`src/source/axi_sram_pkg.sv`:
```
`default_nettype none

package axi_sram_pkg;

	// --------------------
	// bus and memory geometry
	localparam int DATA_W     = 32;
	localparam int STRB_W     = 4;
	// bits per byte lane
	localparam int LANE_W     = DATA_W / STRB_W;
	localparam int ADDR_W     = 32;
	// byte address bits seen by the sram, 4 KiB then wrap
	localparam int MEM_ADDR_W = 12;
	localparam int MEM_WORDS  = 1024;
	// byte offset inside one word, rest is the word index
	localparam int OFFS_W     = $clog2(STRB_W);
	localparam int IDX_W      = MEM_ADDR_W - OFFS_W;

	// --------------------
	// AXI encodings
	typedef enum logic [1:0] {
		BURST_FIXED = 2'b00,
		BURST_INCR  = 2'b01,
		BURST_WRAP  = 2'b10
	} burst_e;

	typedef enum logic [1:0] {
		RESP_OKAY   = 2'b00,
		RESP_SLVERR = 2'b10
	} resp_e;

	// one byte address, read flat for stepping or split for sram index and lanes
	typedef union packed {
		logic [MEM_ADDR_W-1:0] byte_addr;
		struct packed {
			logic [IDX_W-1:0]  index;
			logic [OFFS_W-1:0] offset;
		} word;
	} axi_addr_u;

	// --------------------
	// channel payloads
	// AW and AR request, len is beats minus one
	typedef struct packed {
		logic [ADDR_W-1:0] addr;
		logic [7:0]        len;
		logic [2:0]        size;
		burst_e            burst;
	} axi_req_t;

	typedef struct packed {
		logic [DATA_W-1:0] data;
		logic [STRB_W-1:0] strb;
		logic              last;
	} w_beat_t;

	typedef struct packed {
		logic              en;
		logic [IDX_W-1:0]  index;
		logic [DATA_W-1:0] data;
		logic [STRB_W-1:0] mask;
	} sram_wr_t;

	// --------------------
	// burst helpers shared by both engines
	// only FIXED and INCR up to one word per beat are served
	function automatic logic req_error(input axi_req_t req);
		return ((req.burst != BURST_FIXED) && (req.burst != BURST_INCR)) ||
			(req.size > 3'd2);
	endfunction

	// INCR realigns to the size and steps, FIXED holds
	function automatic axi_addr_u next_beat_addr(input axi_addr_u cur,
		input logic [2:0] size, input burst_e burst);
		logic [MEM_ADDR_W-1:0] step;
		axi_addr_u nxt;
		step = MEM_ADDR_W'(1) << size;
		nxt  = cur;
		// carry out of the top bit is the 4 KiB wrap
		if (burst == BURST_INCR) begin
			nxt.byte_addr = (cur.byte_addr & ~(step - MEM_ADDR_W'(1))) + step;
		end
		return nxt;
	endfunction

endpackage

`default_nettype wire

```
`src/source/axi_r_channel.sv`:
```
`timescale 1ns/100ps
`default_nettype none

module axi_r_channel
	import axi_sram_pkg::*;
(
	input  wire logic              ACLK,
	input  wire logic              ARESETn,
	// read address
	input  wire logic              ar_valid,
	input  wire axi_req_t          ar,
	output logic                   ar_ready,
	// read data
	input  wire logic              r_ready,
	output logic                   r_valid,
	output logic [DATA_W-1:0]      r_data,
	output resp_e                  r_resp,
	output logic                   r_last,
	// sram read port, data one cycle after rd_en
	output logic                   rd_en,
	output logic [IDX_W-1:0]       rd_index,
	input  wire logic [DATA_W-1:0] rd_data
);

	typedef enum logic [1:0] {
		R_IDLE,
		R_ADDR,
		R_ISSUE,
		R_DRAIN
	} r_state_e;

	r_state_e   state;
	logic       ar_hs;
	logic       r_free;
	logic       issue;
	logic       load;
	// reads still to issue, minus one
	logic [7:0] cnt_q;
	logic       err_q;
	logic [2:0] size_q;
	burst_e     burst_q;
	axi_addr_u  addr_q;
	// beat sitting on rd_data
	logic       s1_valid;
	logic       s1_last;

	assign ar_ready = (state == R_ADDR);
	assign ar_hs    = ar_valid && ar_ready;

	// --------------------
	// output register empty or leaving this cycle
	assign r_free = !r_valid || r_ready;
	// issue and load share the gate, so rd_data never gets overwritten unread
	assign issue  = (state == R_ISSUE) && r_free;
	assign load   = s1_valid && r_free;

	// error bursts run the pipeline without reading
	assign rd_en    = issue && !err_q;
	assign rd_index = addr_q.word.index;

	always_ff @(posedge ACLK or negedge ARESETn) begin
		if (!ARESETn) begin
			state    <= R_IDLE;
			cnt_q    <= '0;
			err_q    <= 1'b0;
			s1_valid <= 1'b0;
			r_valid  <= 1'b0;
		end else begin
			case (state)
				R_IDLE: begin
					if (ar_valid) begin
						state <= R_ADDR;
					end
				end
				R_ADDR: begin
					if (ar_valid) begin
						state <= R_ISSUE;
						cnt_q <= ar.len;
						err_q <= req_error(ar);
					end
				end
				R_ISSUE: begin
					if (issue) begin
						cnt_q <= cnt_q - 8'd1;
						if (cnt_q == 8'd0) begin
							state <= R_DRAIN;
						end
					end
				end
				default: begin
					// wait for the last beat to leave
					if (r_valid && r_ready && r_last) begin
						state <= R_IDLE;
					end
				end
			endcase
			// stage on rd_data
			if (issue) begin
				s1_valid <= 1'b1;
			end else if (load) begin
				s1_valid <= 1'b0;
			end
			// R output register
			if (load) begin
				r_valid <= 1'b1;
			end else if (r_ready) begin
				r_valid <= 1'b0;
			end
		end
	end

	// --------------------
	// burst parameters, beat address and R payload
	always_ff @(posedge ACLK) begin
		if (ar_hs) begin
			size_q           <= ar.size;
			burst_q          <= ar.burst;
			addr_q.byte_addr <= ar.addr[MEM_ADDR_W-1:0];
		end else if (issue) begin
			addr_q <= next_beat_addr(addr_q, size_q, burst_q);
		end
		if (issue) begin
			s1_last <= (cnt_q == 8'd0);
		end
		if (load) begin
			r_data <= err_q ? '0 : rd_data;
			r_resp <= err_q ? RESP_SLVERR : RESP_OKAY;
			r_last <= s1_last;
		end
	end

endmodule

`default_nettype wire

```
`config.mk`:
```
export PLATFORM = sky130hd
export DESIGN_NAME = axi_r_channel
export DESIGN_NICKNAME = d
export VERILOG_FILES = /design/src/source/axi_sram_pkg.sv /design/src/source/axi_r_channel.sv
export SDC_FILE = /design/constraint.sdc
export NUM_CORES = 1
export LEC_CHECK = 0
export BUFFER_PORTS_ARGS = -buffer_cell sky130_fd_sc_hd__buf_2
export CAP_MARGIN = 5
export CORE_MARGIN = 4
export CORE_UTILIZATION = 45
export CTS_CLUSTER_DIAMETER = 120
export CTS_CLUSTER_SIZE = 8
export DETAILED_ROUTE_END_ITERATION = 7
export PLACE_DENSITY = 0.77
export SLEW_MARGIN = 20
export SYNTH_ARGS = -nofsm -noshare
export SYNTH_HDL_FRONTEND = slang
export SYNTH_SLANG_ARGS = --single-unit
```
`constraint.sdc`:
```
create_clock -name ACLK -period 2.7 [get_ports ACLK]
set_input_delay 0.54 -clock ACLK [delete_from_list [all_inputs] [get_ports ACLK]]
set_output_delay 0.54 -clock ACLK [all_outputs]
set_load 0.01 [all_outputs]
```
# Yosys cells after proc, flatten, opt, wreduce, memory -nomap -nowiden
# Cells that the tools add are included.
[classes]
addsub = 3
n_lt_le_gt_ge = 1
n_eq_ne = 8
shift = 1
mux = 17
n_bitwise = 2
n_reduce_logical = 24
[op_table]
columns = ["operator", "count"]
rows = [
  ["two-way mux 12 bit", 3],
  ["two-way mux 8 bit", 2],
  ["case mux 8 bit (2 select lines)", 1],
  ["adder 12 bit", 1],
  ["AND 12 bit", 1],
  ["two-way mux 2 bit", 6],
  ["NOT 12 bit", 1],
  ["nonzero test 2 bit", 6],
  ["<< shifter 1 x 3 -> 12 bit, first input constant", 1],
  ["subtractor 12 x 1 -> 12 bit, second input constant", 1],
  ["logical NOT 8 bit", 1],
  ["subtractor 8 x 1 -> 8 bit, second input constant", 1],
  ["logical AND 1 bit", 7],
  ["!= test 2 bit, second input constant", 3],
  ["case mux 2 bit (3 select lines)", 1],
  ["AND reduction 5 bit", 1],
  ["== test 2 x 1 -> 1 bit, second input constant", 2],
  ["two-way mux 1 bit", 4],
  ["!= test 2 x 1 -> 1 bit, second input constant", 2],
  ["AND reduction 2 bit", 2],
  ["nonzero test 4 bit", 1],
  ["> comparator 3 x 2 -> 1 bit, second input constant", 1],
  ["AND reduction 3 bit", 1],
  ["== test 2 bit, second input constant", 1],
  ["3 further kinds", 5],
]
[totals]
regBits = 66
inputBits = 81
output_inout_bits = 48
wordCells = 68

# Logic depth before layout (Yosys ltp)
[depth]
ltp_word = 8
depth_mapped = 12
mapped_depth_nobuf = 9

# Worst setup path before layout
# OpenSTA, ideal clock, no wires.
[synth_timing]
kind = "reg2reg"
start = "reg size_q[0]"
end = "reg addr_q[10] (netlist name) (data pin)"
setup_time_ps = 261
arrival_time_ps = 2747
required_ps = 2439
setup_slack_ps = -308
path_stages_with_launch = 12
path_buffers = 4
period_less_slack_ps = 3008
cell_sequence = "edfxtp_1 buf_6 buf_2 buf_2 or3_1 ha_1 buf_4 a21oi_1 o211ai_1 a221oi_2 a211oi_2 a311o_1"
[synth_between]
elab_chain_cells = 8
[synth_lines]
columns = ["element", "line", "source"]
rows = [
  ["from (decl)", "axi_r_channel.sv:40", "logic [2:0] size_q;"],
  ["from (signal assigned)", "axi_r_channel.sv:116", "size_q <= ar.size;"],
  ["<< shifter 1 x 3 -> 12 bit (*)", "axi_sram_pkg.sv:77", "step = MEM_ADDR_W'(1) << size;"],
  ["subtractor 12 x 1 -> 12 bit", "axi_sram_pkg.sv:81", "nxt.byte_addr = (cur.byte_addr & ~(step - MEM_ADDR_W'(1))) + step;"],
  ["NOT 12 bit", "axi_sram_pkg.sv:81", ""],
  ["AND 12 bit", "axi_sram_pkg.sv:81", ""],
  ["adder 12 bit (*)", "axi_sram_pkg.sv:81", ""],
  ["two-way mux 12 bit (*)", "axi_sram_pkg.sv:80", "if (burst == BURST_INCR) begin"],
  ["two-way mux 12 bit (*)", "axi_r_channel.sv:119", "end else if (issue) begin"],
  ["two-way mux 12 bit (*)", "axi_r_channel.sv:115", "if (ar_hs) begin"],
  ["to (signal assigned)", "axi_r_channel.sv:120", "addr_q <= next_beat_addr(addr_q, size_q, burst_q);"],
  ["to (decl)", "axi_r_channel.sv:42", "axi_addr_u addr_q;"],
]
# Mark *: on every way between the ends. The rest lies on a longest branch, timed or not. The select of a mux whose other input is x is not followed.
# A chain may end at the register's enable or synchronous reset.

# Worst setup path in the final report
[layout_timing]
start = "reg size_q[1]"
end = "reg addr_q[10] (netlist name) (data pin)"
# Same word-level chain as after synthesis.

==> metrics.md <==
| Metric | Value |
|---|---|
| Status | finished clean |
| Max Root-Sink Buffers | 2 |
| Clock buffer count from CTS | 9 |
| Max layer used | met4 |
| Netlist cell types | approximately 60 |
| Top_reg_cell synth | edfxtp_1 |
| Commonest non-fill, non-tap cells in the layout | buf_2 (107), edfxtp_1 (52), nor2b_1 (38), nand2_1 (27), a21oi_1 (20) |
| Unrepaired setup endpoints after global routing | true |
| Largest stage delay on the critical path | 430 ps |
| CP Data Required Time | 2790 ps |
| Total power | 4.272 mW |
| MaxCap Viol Count | 0 |
| Max IR drop VDD | 731.1 uV |
| Critical Path End Type | register |
| Residual DRC | 0 |
| Cell Count, Final, Fillers Out | 548 |
| Cell Pwr Density | around 960 nW/um^2 |
| Comb pwr share | approximately two fifths |
| Setup Slack @ Placement | 93.29 ps |
| CP arrival | 2720 ps |
| Via count | 2854 |
| Final Max Tran Viols | 0 |
| Critical path peak fanout | 9 |
| GR Util All Layers | ~17% |
| Metal2 WL | around 4300 microns |
| Post-Route Utilization | 57.33% |
| Most common cell after layout, fill and taps aside | buf_2 |
| Dpl cells | between 500 and 600 |
| CTS tree | built |
| Net Count, Synth | 427 |
| FP Rows | 32 |
| Clk root buf | clkbuf_8 |
| Final setup violating endpoints | 0 |
| Sequential share of power | 40.3% |
| Met1 WL | around 3400 microns |
| Core area | about 8000 sq um |
| Initial antenna violation count | 0 |
| Layout net count | 529 |
| RePlAce Congestion | ~0.88 |
| Sequential area share after synthesis | 52.31% |
| N_diodes | 0 |
| Worst min path class | in2async |
| Hold Buf Count CTS | 0 |
| Sw Pwr | 1.578 mW |
| Internal | 2.694 mW |
| Final hold vios | 0 |
| Cell area after layout | 4453 sq um |
| Clock share of power | 21.1% |
| Synthesis Warnings | 0 |
| Vias in the first global route | between 2000 and 3000 |
| CTS sink count | 65 |
| Clk slew on worst S/H paths | 80 ps |
| Met3 wire length | 397 microns |
| Congestion Overflow GR | 0 |
| Syn Std Cell Area | 3607 sq um |
| Final Cycle Share | 97.62% |
| Clk Latency, worst-skew pair | 330 ps |
| Via density | 5.208 |
| Synth Area per Inst | ~11 sq um |
| First-pass GRT wire length | 13390 microns |
| Htree depth | 3 |
| CTS-repair resized insts | 0 |
| Crit path launch | size_q[1] |
| Start of the worst register-to-register path | size_q[1] |
| Startpoint Class | register |
| Worst slew margin | around two thirds |
| Final antenna-violating net count | 0 |
| Fin Clk Skew | 10.10 ps |
| Starting Density | between 40% and 50% |
| Die area | roughly 9500 sq um |
| First-pass iteration count of the detailed router | 4 |
| Die span in y | between 90 and 100 microns |
| 1st-iter DRT viols | 112 |
| Post-CTS Setup Bufs | 0 |
| Sw Share | 36.93% |
| Die width | slightly below 100 microns |
| Crit Path Category | reg2reg |
| Cell Chain, Critical Path | or3_4 > ha_4 > nor4bb_1 > a22oi_1 > a221oi_2 > a211oi_2 > a311o_1 |
| I/O pins | 129 |
| Final Worst Setup Slack | 64.34 ps |
| Number of synthesized flops with an enable pin | 52 |
| Share of cells above drive strength 1 | 33.18% |
| Largest net degree at the start of global routing | 36 |
| Synth-to-layout area growth | 23.45% |
| Gate Count Post-Synth | 339 |
| Area post-placement | 4220 sq um |
| Time the worst path needs with I/O delays and setup | 2636 ps |
| Hpwl dp | 6056 microns |
| Lkg Pwr | 1.801 nW |
| Fmax | 0.3794 GHz |
| Slowest CP cell | or3_4 |
| Worst Tran Pin Value | between 500 and 600 ps |
| IO Port Bufs | between 100 and 150 |
| WL per Instance | 15.00 microns |
| Register bit total from synthesis | 65 |
| Drt total wl | around 8200 microns |
| Ys async rst share | 20.00% |
per-layer routing:
metal / vias up / global-route usage [%]
met1: 1341 / 20.71
li1: 1421 / -
met5: - / 0
met3: 13 / 3.302
met4: 0 / 7.135
met2: 79 / 29.78
state kept, by name (all words and copies together), names as in the netlist:
signal / flops
burst_q: 2
cnt_q: 8
addr_q: 12
err_q: 1
s1_last: 1
size_q: 3
s1_valid: 1
r_last: 1
r_resp: 1
r_valid: 1
state: 2
r_data: 32
logic make-up after synthesis:
kind of cell	after synthesis	share of synthesized area, %
AND/OR/NAND/NOR	130	19.88
AO/OA/AOI/OAI	79	15.44
flip-flops	65	52.31
buffers and inverters	42	6.036
XOR/XNOR	11	2.671
adder cells (fa/ha/maj)	7	2.428
multiplexers	4	1.145
other	1	0.1040
cells in the mapped netlist, types with 7 or more instances:
master,number,area share (%)
nand2_1,27,2.8
buf_4,12,2.5
ha_1,7,2.4
nand3_1,9,1.2
nor2b_1,38,6.6
inv_1,13,1.4
edfxtp_1,52,43
nor3_1,9,1.2
o21ai_0,19,2.6
nor2_1,19,2.0
clkbuf_1,8,0.83
a21oi_1,21,2.9
dfrtp_1,13,9.0
worst max-delay path: cells and delay by family, from the launching register on:
kind | cells | cell delay [ps]
flip-flops | 1 | 400
adder cells (fa/ha/maj) | 1 | 210
AND/OR/NAND/NOR | 2 | 720
AO/OA/AOI/OAI | 4 | 1050
power by group through the flow:
| stage | clock (mW) | combinational (mW) | sequential (mW) |
|---|---|---|---|
| 2_1_floorplan | 0 | 1.14 | 1.77 |
| 3_3_place_gp | 0 | 1.58 | 1.72 |
| 3_5_place_dp | 0 | 1.65 | 1.74 |
| 4_1_cts | 0.929 | 1.66 | 1.72 |
| 5_1_grt | 0.985 | 1.84 | 1.76 |
| 6_report | 0.903 | 1.65 | 1.72 |
cell type report:
cell class / instances / area [sq um]
clock inverter: 7 / 93.84
clock buffer: 9 / 123.9
multi-input combinational: 232 / 1539
fill: 688 / 3314
tap: 102 / 127.6
inverter: 13 / 48.80
timing repair buffer: 120 / 633.1
sequential: 65 / 1887
metrics by stage:
| stage | hold WS [ps] | setup TNS [ps] |
|---|---|---|
| 2_1_floorplan | 244.4 | -68.19 |
| 3_5_place_dp | 414.8 | 0 |
| 4_1_cts | 87.12 | 0 |
| 5_1_grt | 86.53 | -9.047 |
| 6_report | 89.11 | 0 |
| 3_3_place_gp | 407.0 | 0 |
path summary, 6_finish.rpt:
path	end	slack (ps)	depth (start not counted)
min in group ACLK	burst_q[0]	390	1
worst max register to register	addr_q[10]	60	7
worst min register to register	r_last	440	0
worst min-delay path	state[1]	90	1
max in group asynchronous	r_valid	2380	1
worst max-delay path	addr_q[10]	60	7
No activity file was read; power rests on OpenSTA's default activity.
