===== src/source/axi_sram_pkg.sv =====
`default_nettype none

package axi_sram_pkg;

	// --------------------
	// bus and memory geometry
	localparam int DATA_W     = 32;
	localparam int STRB_W     = 4;
	// bits per byte lane
	localparam int LANE_W     = DATA_W / STRB_W;
	localparam int ADDR_W     = 32;
	// byte address bits seen by the sram, 4 KiB then wrap
	localparam int MEM_ADDR_W = 12;
	localparam int MEM_WORDS  = 1024;
	// byte offset inside one word, rest is the word index
	localparam int OFFS_W     = $clog2(STRB_W);
	localparam int IDX_W      = MEM_ADDR_W - OFFS_W;

	// --------------------
	// AXI encodings
	typedef enum logic [1:0] {
		BURST_FIXED = 2'b00,
		BURST_INCR  = 2'b01,
		BURST_WRAP  = 2'b10
	} burst_e;

	typedef enum logic [1:0] {
		RESP_OKAY   = 2'b00,
		RESP_SLVERR = 2'b10
	} resp_e;

	// one byte address, read flat for stepping or split for sram index and lanes
	typedef union packed {
		logic [MEM_ADDR_W-1:0] byte_addr;
		struct packed {
			logic [IDX_W-1:0]  index;
			logic [OFFS_W-1:0] offset;
		} word;
	} axi_addr_u;

	// --------------------
	// channel payloads
	// AW and AR request, len is beats minus one
	typedef struct packed {
		logic [ADDR_W-1:0] addr;
		logic [7:0]        len;
		logic [2:0]        size;
		burst_e            burst;
	} axi_req_t;

	typedef struct packed {
		logic [DATA_W-1:0] data;
		logic [STRB_W-1:0] strb;
		logic              last;
	} w_beat_t;

	typedef struct packed {
		logic              en;
		logic [IDX_W-1:0]  index;
		logic [DATA_W-1:0] data;
		logic [STRB_W-1:0] mask;
	} sram_wr_t;

	// --------------------
	// burst helpers shared by both engines
	// only FIXED and INCR up to one word per beat are served
	function automatic logic req_error(input axi_req_t req);
		return ((req.burst != BURST_FIXED) && (req.burst != BURST_INCR)) ||
			(req.size > 3'd2);
	endfunction

	// INCR realigns to the size and steps, FIXED holds
	function automatic axi_addr_u next_beat_addr(input axi_addr_u cur,
		input logic [2:0] size, input burst_e burst);
		logic [MEM_ADDR_W-1:0] step;
		axi_addr_u nxt;
		step = MEM_ADDR_W'(1) << size;
		nxt  = cur;
		// carry out of the top bit is the 4 KiB wrap
		if (burst == BURST_INCR) begin
			nxt.byte_addr = (cur.byte_addr & ~(step - MEM_ADDR_W'(1))) + step;
		end
		return nxt;
	endfunction

endpackage

`default_nettype wire


===== src/source/axi_w_channel.sv =====
`timescale 1ns/100ps
`default_nettype none

module axi_w_channel
	import axi_sram_pkg::*;
(
	input  wire logic     ACLK,
	input  wire logic     ARESETn,
	// write address
	input  wire logic     aw_valid,
	input  wire axi_req_t aw,
	output logic          aw_ready,
	// write data
	input  wire logic     w_valid,
	input  wire w_beat_t  w,
	output logic          w_ready,
	// write response
	input  wire logic     b_ready,
	output logic          b_valid,
	output resp_e         b_resp,
	// to the sram write port
	output sram_wr_t      sram_wr
);

	typedef enum logic [1:0] {
		W_IDLE,
		W_ADDR,
		W_DATA,
		W_RESP
	} w_state_e;

	w_state_e          state;
	logic              aw_hs;
	logic              w_hs;
	// latched burst
	logic              err_q;
	logic [2:0]        size_q;
	burst_e            burst_q;
	axi_addr_u         addr_q;
	// sram write register
	logic              wr_en_q;
	logic [IDX_W-1:0]  wr_index_q;
	logic [DATA_W-1:0] wr_data_q;
	logic [STRB_W-1:0] wr_mask_q;
	logic [STRB_W-1:0] beat_mask;

	// lanes from the beat offset up to the end of its size-aligned window
	function automatic logic [STRB_W-1:0] lane_mask(input axi_addr_u a, input logic [2:0] size);
		logic [STRB_W-1:0] window;
		logic [OFFS_W-1:0] base;
		case (size)
			3'd0: begin
				window = 4'b0001;
				base   = a.word.offset;
			end
			3'd1: begin
				window = 4'b0011;
				base   = {a.word.offset[1], 1'b0};
			end
			default: begin
				window = 4'b1111;
				base   = '0;
			end
		endcase
		// Clip the lanes below the start byte for an unaligned first beat.
		return (window << base) & ({STRB_W{1'b1}} << a.word.offset);
	endfunction

	// --------------------
	// handshakes, all decoded from the state
	assign aw_ready = (state == W_ADDR);
	assign w_ready  = (state == W_DATA);
	assign b_valid  = (state == W_RESP);

	assign aw_hs = aw_valid && aw_ready;
	assign w_hs  = w_valid && w_ready;

	assign beat_mask = lane_mask(addr_q, size_q) & w.strb;

	// idle -> accept -> data beats -> response
	always_ff @(posedge ACLK or negedge ARESETn) begin
		if (!ARESETn) begin
			state   <= W_IDLE;
			err_q   <= 1'b0;
			wr_en_q <= 1'b0;
		end else begin
			case (state)
				W_IDLE: begin
					// one accept cycle before aw_ready
					if (aw_valid) begin
						state <= W_ADDR;
					end
				end
				W_ADDR: begin
					if (aw_valid) begin
						state <= W_DATA;
						err_q <= req_error(aw);
					end
				end
				W_DATA: begin
					// beats drain to last even on error
					if (w_valid && w.last) begin
						state <= W_RESP;
					end
				end
				default: begin
					if (b_ready) begin
						state <= W_IDLE;
					end
				end
			endcase
			// error bursts never touch the sram
			wr_en_q <= w_hs && !err_q;
		end
	end

	// --------------------
	// burst parameters and beat address
	always_ff @(posedge ACLK) begin
		if (aw_hs) begin
			size_q           <= aw.size;
			burst_q          <= aw.burst;
			addr_q.byte_addr <= aw.addr[MEM_ADDR_W-1:0];
		end else if (w_hs) begin
			addr_q <= next_beat_addr(addr_q, size_q, burst_q);
		end
	end

	// write beat and response payload
	always_ff @(posedge ACLK) begin
		if (w_hs) begin
			wr_index_q <= addr_q.word.index;
			// data already sits on its own byte lanes
			wr_data_q  <= w.data;
			wr_mask_q  <= beat_mask;
		end
		if (w_hs && w.last) begin
			b_resp <= err_q ? RESP_SLVERR : RESP_OKAY;
		end
	end

	assign sram_wr = '{en: wr_en_q, index: wr_index_q, data: wr_data_q, mask: wr_mask_q};

endmodule

`default_nettype wire


===== config.mk =====
export PLATFORM = sky130hd
export DESIGN_NAME = axi_w_channel
export DESIGN_NICKNAME = d
export VERILOG_FILES = /design/src/source/axi_sram_pkg.sv /design/src/source/axi_w_channel.sv
export SDC_FILE = /design/constraint.sdc
export NUM_CORES = 1
export LEC_CHECK = 0
export BUFFER_PORTS_ARGS = -buffer_cell sky130_fd_sc_hd__buf_2
export CAP_MARGIN = 20
export CORE_ASPECT_RATIO = 0.75
export CORE_MARGIN = 4
export CORE_UTILIZATION = 50
export CTS_CLUSTER_DIAMETER = 60
export DETAILED_ROUTE_END_ITERATION = 10
export GPL_TIMING_DRIVEN = 0
export PLACE_DENSITY_LB_ADDON = 0.15
export REMOVE_ABC_BUFFERS = 1
export SYNTH_ARGS = -nofsm -noshare
export SYNTH_HDL_FRONTEND = slang
export SYNTH_SLANG_ARGS = --single-unit
export TNS_END_PERCENT = 1

===== constraint.sdc =====
create_clock -name ACLK -period 5.2 [get_ports ACLK]
set_input_delay 1.04 -clock ACLK [delete_from_list [all_inputs] [get_ports ACLK]]
set_output_delay 1.04 -clock ACLK [all_outputs]
set_load 0.01 [all_outputs]

## Word level (Yosys, flattened, before mapping)

Cells that the tools add are included.

- Add/subtract/negate cells: 2
- $mul: 0
- Div/mod/pow operators: 0
- $lt $le $gt $ge: 1
- Eq/ne operators: 9
- Shifts and indexed selects: 3
- Muxes and demuxes: 11
- Bitwise logic cells: 4
- Reductions and logical operators: 17

Operators with widths:

| operator | count |
|---|---|
| $mux W12 | 3 |
| $add A12 B12 Y12 | 1 |
| $and A12 B12 Y12 | 1 |
| $not A12 Y12 | 1 |
| $shl A1 B3 Y12 const A | 1 |
| $sub A12 B1 Y12 const B | 1 |
| $mux W2 | 5 |
| $and A4 B4 Y4 | 2 |
| $pmux W4 S2 | 1 |
| $logic_and A1 B1 Y1 | 6 |
| $pmux W2 S3 | 1 |
| $reduce_bool A2 Y1 | 3 |
| $eq A2 B1 Y1 const B | 2 |
| $eq A2 B2 Y1 const B | 2 |
| $ne A2 B1 Y1 const B | 2 |
| $ne A2 B2 Y1 const B | 2 |
| $pmux W2 S2 | 1 |
| $reduce_and A2 Y1 | 2 |
| $reduce_and A4 Y1 | 1 |
| $reduce_bool A4 Y1 | 1 |
| $shl A4 B2 Y4 | 1 |
| $shl A4 B2 Y4 const A | 1 |
| $eq A3 B1 Y1 const B | 1 |
| $gt A3 B2 Y1 const B | 1 |
| other kinds (4) | 4 |

- Register bits after elaboration: 69
- Bits in latches: 0
- RAM bits: 0
- Bits in read-only memories: 0
- Input port bits: 87
- Output and inout bits: 52
- Word-level logic and storage cells: 57
- Memories kept: 0

## Logic depth before layout (Yosys ltp)

Gate-level depths: netlist of the first run.

- Depth in word-level cells: 8
- Depth in mapped cells: 11
- Mapped depth without buffers: 9

## Worst setup path before layout of the first run

No wires, ideal clock.

- Path kind: in2reg
- From: input port w_valid
- To: register addr_q[0] (netlist name) (enable)
- Arrival time: 2.034 ns
- Required time: 4.802 ns
- Path slack: 2.768 ns
- Stages on the path: 2
- Buffers on the path: 0
- Path through: nand2_1 o21ai_0

- Longest elaborated chain between the ends: 3

RTL lines:

| element | line | RTL |
|---|---|---|
| start: declaration | axi_w_channel.sv:14 | `input wire logic w_valid,` |
| $logic_and A1 B1 Y1 | axi_w_channel.sv:76 | `assign w_hs = w_valid && w_ready;` |
| $reduce_bool A2 Y1 (no source line) | n/a |  |
| $reduce_and A2 Y1 (no source line) | n/a |  |
| end signal: assignment | axi_w_channel.sv:125 | `addr_q <= next_beat_addr(addr_q, size_q, burst_q);` |
| end: declaration | axi_w_channel.sv:39 | `axi_addr_u addr_q;` |

Every way passes these cells.
A chain may end at the register's enable or synchronous reset.

## Worst setup path in the final report of the first run

- From: register size_q[1]
- To: register addr_q[9] (netlist name) (data pin)

- Longest elaborated chain between the ends: 8

RTL lines:

| element | line | RTL |
|---|---|---|
| start: declaration | axi_w_channel.sv:37 | `logic [2:0] size_q;` |
| start signal: assignment | axi_w_channel.sv:121 | `size_q <= aw.size;` |
| $shl A1 B3 Y12 (*) | axi_sram_pkg.sv:77 | `step = MEM_ADDR_W'(1) << size;` |
| $sub A12 B1 Y12 | axi_sram_pkg.sv:81 | `nxt.byte_addr = (cur.byte_addr & ~(step - MEM_ADDR_W'(1))) + step;` |
| $not A12 Y12 | axi_sram_pkg.sv:81 |  |
| $and A12 B12 Y12 | axi_sram_pkg.sv:81 |  |
| $add A12 B12 Y12 (*) | axi_sram_pkg.sv:81 |  |
| $mux W12 (*) | axi_sram_pkg.sv:80 | `if (burst == BURST_INCR) begin` |
| $mux W12 (*) | axi_w_channel.sv:124 | `end else if (w_hs) begin` |
| $mux W12 (*) | axi_w_channel.sv:120 | `if (aw_hs) begin` |

Mark *: on every way between the ends. The rest lies on a longest branch, timed or not. The select of a mux whose other input is x is not followed.

==> results of run 1 <==
## cells by family after synthesis
group                    count (synthesis)  synth area share [%]
multiplexers                             3                  1.10
AO/OA/AOI/OAI                           50                  11.3
adder cells (fa/ha/maj)                  7                  3.22
other                                    1                 0.127
XOR/XNOR                                 9                  2.67
buffers and inverters                   17                  2.96
AND/OR/NAND/NOR                         54                  10.2
flip-flops                              68                  68.4
## flip-flops by register name (all words and copies together), names as in the netlist
signal	flops
wr_en_q	1
addr_q	12
b_resp	1
wr_index_q	10
burst_q	2
wr_data_q	32
err_q	1
size_q	3
wr_mask_q	4
state	2
## placed cells by master, fill, tap and decap left out, types with 2 or more instances in the layout
cell type / netlist / final
buf_2: 1 / 109
xnor2_1: 5 / 5
nor3_1: 2 / 2
clkinvlp_4: 0 / 2
xor2_1: 4 / 4
o21ai_1: 5 / 6
a22o_1: 2 / 2
o31ai_1: 3 / 3
inv_1: 9 / 8
and3_1: 3 / 3
dfrtp_1: 4 / 4
ha_1: 6 / 6
mux2_2: 2 / 2
a21boi_0: 2 / 2
edfxtp_1: 64 / 64
nor2_1: 13 / 13
nand2b_1: 3 / 3
nand3_1: 2 / 2
nor3b_1: 3 / 3
a21oi_1: 12 / 12
o21ai_0: 10 / 9
a21o_1: 2 / 2
clkinv_2: 0 / 2
clkbuf_8: 0 / 9
nand2_1: 15 / 15
and2_1: 2 / 2
## synth_stat cells (all sizes together) (3+ instances only)
library cell / n
a21boi: 3
a21oi: 12
and3: 3
buf: 6
dfrtp: 4
edfxtp: 64
ha: 6
inv: 9
nand2: 15
nand2b: 3
nor2: 13
nor3: 3
nor3b: 4
o21ai: 15
o31ai: 3
xnor2: 5
xor2: 4
## worst reg2reg max path, delay by kind of cell (launching register included)
kind	cells	cell delay (ns)
adder cells (fa/ha/maj)	1	0.25
AO/OA/AOI/OAI	3	0.85
XOR/XNOR	1	0.18
AND/OR/NAND/NOR	3	0.63
flip-flops	1	0.65
buffers and inverters	1	0.10
## final timing paths
kind	start	endpoint	slack (ns)	cells after the start
min in group asynchronous	ARESETn	state[0]	0.49	1
worst min-delay path	addr_q[5]	wr_index_q[3]	0.45	0
max in group asynchronous	ARESETn	state[1]	4.59	1
worst max-delay path	size_q[1]	addr_q[9]	2.30	9
worst min register to register	addr_q[5]	wr_index_q[3]	0.45	0
worst max register to register	size_q[1]	addr_q[9]	2.30	9
## routing by layer
layer	vias to the layer above	track usage [%]
met2	92	25.5
met3	7	7.22
met1	939	22.1
met4	0	7.01
li1	1014	-
met5	-	0
## stage by stage
| step | utilization, % | total power, µW | hold WS (ns) | cell area (µm²) |
|---|---|---|---|---|
| 2_1_floorplan | - | 1100 | 0.417 | 2900 |
| 3_3_place_gp | 64.1 | 1240 | 0.435 | 3540 |
| 3_5_place_dp | 64.7 | 1270 | 0.435 | 3570 |
| 4_1_cts | 68.1 | 1690 | 0.449 | 3760 |
| 5_1_grt | 68.1 | 1770 | 0.459 | 3760 |
| 6_report | 68.1 | 1670 | 0.449 | 3760 |
## final cells by class
| type | instances | area [µm²] |
|---|---|---|
| flip-flops and latches | 68 | 2020 |
| fillers | 441 | 1760 |
| multi-input cells | 124 | 846 |
| repair buffers | 111 | 577 |
| clock buffers | 10 | 128 |
| well taps | 75 | 93.8 |
| clock inverters | 6 | 63.8 |
| inverters | 9 | 33.8 |
## where the power goes
part | leakage (µW) | switching (µW) | internal (µW) | total (µW)
clock | 0.0000927 | 194 | 221 | 416
combinational | 0.000813 | 251 | 185 | 437
sequential | 0.000639 | 64.9 | 752 | 817
total | 0.00154 | 511 | 1160 | 1670
==> results.json, run 1 <==
{
  "rows": 23,
  "initial_core_util_pct": 53.5,
  "port_buffers": 109,
  "drtIter0Drc": 101,
  "final_nets": 417,
  "routedWlPerCell_um": 14.6,
  "final_max_slew_viol_count": 0,
  "crit_type": "reg2reg",
  "synthCells": 209,
  "hold_viol_final": 0,
  "synth.ff_latch_count": 68,
  "finalSetupViolCount": 0,
  "post_cts_buffers": 0,
  "vias_per_cell": 5.09,
  "drt-met1-wl_mm": 2.67,
  "globalplace.congestion": 0.820,
  "dpl_worst_slack_ns": 2.31,
  "dieWidth_um": 96.8,
  "diodes": 0,
  "synth_top_area_cell": "edfxtp_1",
  "async_flop_share_pct": 5.88,
  "crit_path_max_fanout": 21,
  "maxCapViolCount": 0,
  "setup-tns-final_ns": 0,
  "cts_root_buf": "clkbuf_8",
  "grt_pass1_vias": 1840,
  "die_h_um": 74.6,
  "ys.flop_type": "edfxtp_1",
  "firstDrtPassIters": 4,
  "crit_arrival_ns": 2.98,
  "clk_pin_slew_ns": 0.07,
  "hpwlAfterDp_mm": 4.33,
  "cpPeakStageDelay_ns": 0.65,
  "drc": 0,
  "ir_drop_uv": 307,
  "cts.repair.resized": 0,
  "cts_buffers": 9,
  "synth.yosys.seq_area_share_pct": 68.4,
  "yosys_warnings": 0,
  "min_path_type": "reg2reg",
  "overflow": 0,
  "synth_enable_flop_cells": 64,
  "grt_max_degree": 33,
  "status": "completed",
  "syn_area_um2": 2960,
  "htreeDepth": 3,
  "fin_cells": 403,
  "fin_crit_ns": 2.90,
  "totalWireLength_mm": 5.90,
  "fin_crit_sh_pct": 55.9,
  "setup_ws_ns": 2.30,
  "avgSynthCellArea_um2": 14.1,
  "required_ns": 5.27,
  "syn_to_final_growth_pct": 27.3,
  "fmax_ghz": 0.344,
  "yosys.cell_types.count": 54,
  "p_leak_uw": 0.00154,
  "cp_top_family": "compound AO/OA/AOI/OAI gates",
  "drive_gt1_share_pct": 41.5,
  "crit_buf_inv": 1,
  "postCtsHoldBufs": 0,
  "worstMarginPinSlew_ns": 0.615,
  "pin_count": 139,
  "power_density_nw_per_um2": 444,
  "cts_sinks": 68,
  "cts_tree": "yes",
  "highest_layer": "met4",
  "core_um2": 5530,
  "synth_area_leaders": "edfxtp_1 65%, dfrtp_1 3.4%, ha_1 2.5%",
  "dp_cells": 387,
  "end_kind": "flop",
  "clk_latency_ns": 0.34,
  "clock_path_buffers": 2,
  "critPathLaunchType": "flop",
  "rsz0062_at_grt": "no",
  "antenna_found_initial": 0,
  "route.met3.wl_um": 545,
  "grt_pass1_wl_mm": 9.25,
  "synth_top_area_share_pct": 65.0,
  "ant_nets": 0,
  "cp_cell_sequence": "nor2_1 -> nand2_1 -> inv_1 -> ha_1 -> a311oi_1 -> nor4_2 -> o311ai_2 -> xor2_1 -> o21ai_1",
  "slew_headroom_pct": 58.9,
  "track_usage_pct": 17.0,
  "finClkSkew_ns": 0.00360,
  "num_vias": 2052,
  "dr_wl_met2_mm": 2.63,
  "die_area_um2": 7220,
  "crit_slowest_cell": "edfxtp_1"
}
(Power assumes the default switching activity.)
==> run 2: changes to the inputs <==
Settings changed: CORE_UTILIZATION 50 to 42.
Clock period 5.2 ns to 2.6 ns, I/O delays scaled along.
==> results.json, run 2 (synthesized netlist as in run 1, its figures left out) <==
{
  "status": "completed",
  "p_clk_share_pct": 30.7,
  "diodes": 0,
  "pin_count": 139,
  "totalWireLength_mm": 6.64,
  "end_kind": "flop",
  "reg_top3": "wr_data_q x32, addr_q x12, wr_index_q x10",
  "clock_path_buffers": 2,
  "clk_latency_ns": 0.34,
  "min_path_type": "in2reg",
  "fin_crit_sh_pct": 96.7,
  "slew_headroom_pct": 58.4,
  "hold_slack_ns": 0.355,
  "rows": 26,
  "port_buffers": 109,
  "cts_tree": "yes",
  "dpl_worst_slack_ns": -0.302,
  "grt_pass1_wl_mm": 10.2,
  "die_h_um": 80.6,
  "cts_root_buf": "clkbuf_8",
  "pwr-share-comb_pct": 25.7,
  "grt_pass1_vias": 2088,
  "p_sw_share_pct": 28.8,
  "initial_core_util_pct": 43.3,
  "crit_type": "reg2reg",
  "fmax_ghz": 0.398,
  "drc": 0,
  "p_leak_uw": 0.00165,
  "htreeDepth": 3,
  "final_common_cell": "buf_2",
  "finalSetupViolCount": 0,
  "track_usage_pct": 15.8,
  "power_frac_seq_pct": 43.6,
  "worstMarginPinSlew_ns": 0.623,
  "top_register": "wr_data_q",
  "setup-tns-final_ns": 0,
  "globalplace.congestion": 0.808,
  "routedWlPerCell_um": 15.7,
  "cts_buffers": 9,
  "fin_crit_ns": 2.52,
  "cts_sinks": 68,
  "maxCapViolCount": 0,
  "antenna_found_initial": 0,
  "grt_max_degree": 42,
  "hold_viol_final": 0,
  "dieWidth_um": 105,
  "die_area_um2": 8460,
  "power.total_uw": 3710,
  "ant_nets": 0,
  "drtIter0Drc": 108,
  "crit_arrival_ns": 2.59,
  "power_density_nw_per_um2": 930,
  "required_ns": 2.67,
  "vias_per_cell": 5.02,
  "final_nets": 430,
  "utilization_pct": 58.4,
  "clk_pin_slew_ns": 0.07,
  "intPower_uw": 2640,
  "core_um2": 6830,
  "crit_path_max_fanout": 3,
  "switching_power_uw": 1070,
  "rsz0062_at_grt": "yes",
  "largest_reg_flops": 32,
  "finClkSkew_ns": 0.00943,
  "num_vias": 2129,
  "critPathLaunchType": "flop",
  "hpwlAfterDp_mm": 4.47,
  "syn_to_final_growth_pct": 35.1,
  "ir_drop_uv": 449,
  "final_max_slew_viol_count": 0,
  "drive_gt1_share_pct": 45.6,
  "setup_ws_ns": 0.0845,
  "layout_common_cells": "109 x buf_2, 64 x edfxtp_1, 15 x nand2_1",
  "overflow": 0,
  "firstDrtPassIters": 5
}
==> run 2: cell types whose count changed in the layout (fill, tap and decap cells not counted), sizes merged <==
cell,change
buf,+12
bufinv,+3
clkinv,-2
clkbuf,-1
clkinvlp,-1
dlygate4sd3,+1
==> run 2: power groups by stage <==
stage | Sequential, µW | Combinational, µW | Clock [µW]
final | 1620 | 954 | 1140
after global routing | 1640 | 1060 | 1200
after CTS | 1620 | 940 | 1160
after detailed placement | 1660 | 888 | 0
after global placement | 1670 | 840 | 0
after floorplan | 1710 | 482 | 0
==> run 2: metrics by stage <==
step	cell area (µm²)	instances
after floorplan	2900	201
after global placement	3550	394
after detailed placement	3580	396
after CTS	3920	420
after global routing	3990	424
final	3990	424
==> run 2: final cells by class <==
class	count	area, µm²
Sequential cell	68	2020
Clock inverter	6	136
Fill cell	590	2840
Timing Repair Buffer	124	681
Tap cell	84	105
Clock buffer	9	124
Multi-Input combinational cell	124	890
Inverter	9	33.8
==> run 2: final timing paths <==
kind | startpoint | end | slack [ns] | cells past startpoint
max | size_q[0] | addr_q[9] | 0.08 | 9
min | w[8] | wr_data_q[3] | 0.36 | 1
max reg2reg | size_q[0] | addr_q[9] | 0.08 | 9
min reg2reg | addr_q[5] | wr_index_q[3] | 0.46 | 0
max in group asynchronous | ARESETn | state[0] | 1.96 | 2
min in group asynchronous | ARESETn | state[1] | 0.53 | 2
==> run 2: layer usage <==
metal | routed length, µm | track usage (%) | vias up | part of all wire (%)
li1 | - | - | 1042 | -
met1 | 2970 | 19.3 | 983 | 45
met2 | 3060 | 25.9 | 90 | 46
met5 | 0 | 0 | - | 0
met4 | 115 | 6.16 | 0 | 1.7
met3 | 497 | 5.38 | 14 | 7.5
==> run 2: worst max-delay path, stage by stage, from the launching register on <==
cell and delay, ns:
edfxtp_1 0.48, buf_4 0.19, nand2_1 0.12, inv_1 0.07
ha_1 0.33, a311oi_2 0.31, nor4_2 0.11, o311ai_2 0.38
xor2_1 0.19, o21ai_1 0.07
==> run 2: timing repair <==
action,4_1_cts,5_1_grt
setup buffers,8,4
resized for setup,1,10
hold endpoints to repair,4,0
endpoints found under the setup margin,6,6
pin swaps,0,3
hold buffers,1,0
==> run 3: changes to the inputs <==
Settings changed: CORE_MARGIN 4 to 3.
==> results.json, run 3 (synthesized netlist as in run 1, its figures left out) <==
{
  "firstDrtPassIters": 4,
  "cpPeakStageDelay_ns": 0.43,
  "hold_slack_ns": 0.355,
  "cts_buffers": 9,
  "r2r-start": "size_q[2]",
  "cp_cell_sequence": "buf_4 -> inv_1 -> nor3b_1 -> ha_1 -> o21ai_0 -> nor2_1 -> o311ai_2 -> xor2_1 -> o21ai_1",
  "p_leak_uw": 0.00160,
  "grt_pass1_wl_mm": 9.59,
  "die_h_um": 78.6,
  "drtIter0Drc": 158,
  "utilization_pct": 59.4,
  "initial_core_util_pct": 45.0,
  "num_vias": 2095,
  "totalWireLength_mm": 6.44,
  "reg_top3": "wr_data_q x32, addr_q x12, wr_index_q x10",
  "min_path_type": "in2reg",
  "track_usage_pct": 15.7,
  "crit_path_max_fanout": 6,
  "crit_arrival_ns": 2.58,
  "critPathLaunchType": "flop",
  "power_density_nw_per_um2": 874,
  "placed_cell_area_um2": 3580,
  "finClkSkew_ns": 0.00344,
  "drive_gt1_share_pct": 45.6,
  "fin_crit_sh_pct": 95.7,
  "final_max_slew_viol_count": 0,
  "cts_tree": "yes",
  "overflow": 0,
  "worstMarginPinSlew_ns": 0.697,
  "ir_drop_uv": 481,
  "final_area_um2": 3900,
  "hp-start": "w[12]",
  "syn_to_final_growth_pct": 32.1,
  "layout_common_cells": "110 x buf_2, 64 x edfxtp_1, 15 x nand2_1",
  "largest_reg_flops": 32,
  "fmax_ghz": 0.402,
  "final_nets": 429,
  "finalSetupViolCount": 0,
  "hpwlAfterDp_mm": 4.43,
  "crit_slowest_cell": "edfxtp_1",
  "cts_root_buf": "clkbuf_8",
  "pin_count": 139,
  "port_buffers": 109,
  "required_ns": 2.69,
  "clk_pin_slew_ns": 0.07,
  "diodes": 0,
  "fin_crit_ns": 2.49,
  "crit_type": "reg2reg",
  "slew_headroom_pct": 53.5,
  "final_common_cell": "buf_2",
  "n_fill_cell": 555,
  "fin_cells": 421,
  "clk_latency_ns": 0.33,
  "dpl_worst_slack_ns": -0.334,
  "cts_sinks": 68,
  "dp_cells": 393,
  "top_register": "wr_data_q",
  "rows": 25,
  "end_kind": "flop",
  "worstSetupStartpoint": "size_q[2]",
  "die_area_um2": 8090,
  "maxCapViolCount": 0,
  "dieWidth_um": 103,
  "vias_per_cell": 4.98,
  "ant_nets": 0,
  "multiInputGateArea_um2": 883,
  "rsz0062_at_grt": "yes",
  "regArea_um2": 2020,
  "core_um2": 6570,
  "hold_viol_final": 0,
  "globalplace.congestion": 0.790,
  "status": "completed",
  "htreeDepth": 3,
  "antenna_found_initial": 0,
  "grt_max_degree": 33,
  "routedWlPerCell_um": 15.3,
  "setup_ws_ns": 0.111,
  "clock_path_buffers": 2,
  "drc": 0,
  "grt_pass1_vias": 1998
}
==> run 3: cell count changes in the layout (fill, tap and decap cells not counted), sizes merged <==
cell	delta
bufinv	-3
clkbuf	+1
inv	-2
clkinvlp	+1
clkinv	+4
buf	-1
==> run 3: layout make-up <==
type	instances	area share, %
flip-flops and latches	68	51.8
multi-input cells	124	22.6
repair buffers	123	17.1
clock buffers	10	3.27
well taps	81	2.60
clock inverters	6	1.67
inverters	9	0.962
==> run 3: critical path, delay by kind of cell, from the launching register on <==
kind / cells / cell delay (ns)
flops: 1 / 0.43
xor+xnor: 1 / 0.20
simple gates: 2 / 0.38
fa+ha+maj: 1 / 0.33
compound gates: 3 / 0.62
buf+inv: 2 / 0.30
==> run 3: per-layer routing <==
layer / up-vias / share of wire [%] / global-route usage [%]
met4: 0 / 0.82 / 3.88
met2: 79 / 45 / 24.7
met1: 973 / 45 / 20.1
li1: 1038 / - / -
met5: - / 0 / 0
met3: 5 / 9.3 / 6.48
==> run 3: worst paths after layout <==
path                                     end  slack [ns]  cells past startpoint
worst min-delay path            wr_data_q[7]        0.36                      1
worst min register to register       wr_en_q        0.46                      1
max in group asynchronous           state[0]        1.97                      2
min in group asynchronous           state[1]        0.51                      2
worst max register to register     addr_q[9]        0.11                      9
worst max-delay path               addr_q[9]        0.11                      9
==> run 3: what timing repair did <==
| item | in CTS | in global routing |
|---|---|---|
| setup endpoints to repair | 6 | 6 |
| setup buffers | 7 | 4 |
| pin swaps | 0 | 3 |
| resized for setup | 2 | 7 |
| hold buffers | 1 | 0 |
| hold endpoints to repair | 4 | 0 |
==> run 3: report_power, final <==
group / internal [µW] / total [µW] / leakage [µW] / switching, µW
Sequential: 1500 / 1620 / 0.000639 / 112
Combinational: 408 / 958 / 0.000866 / 550
Clock: 443 / 839 / 0.0000962 / 396
==> run 3: per-stage QoR <==
step | power, µW | setup TNS (ns)
finish | 3410 | 0
global route | 3620 | -0.0444
CTS | 3420 | 0
detailed placement | 2550 | -1.23
global placement | 2510 | -3.30
floorplan | 2190 | 0
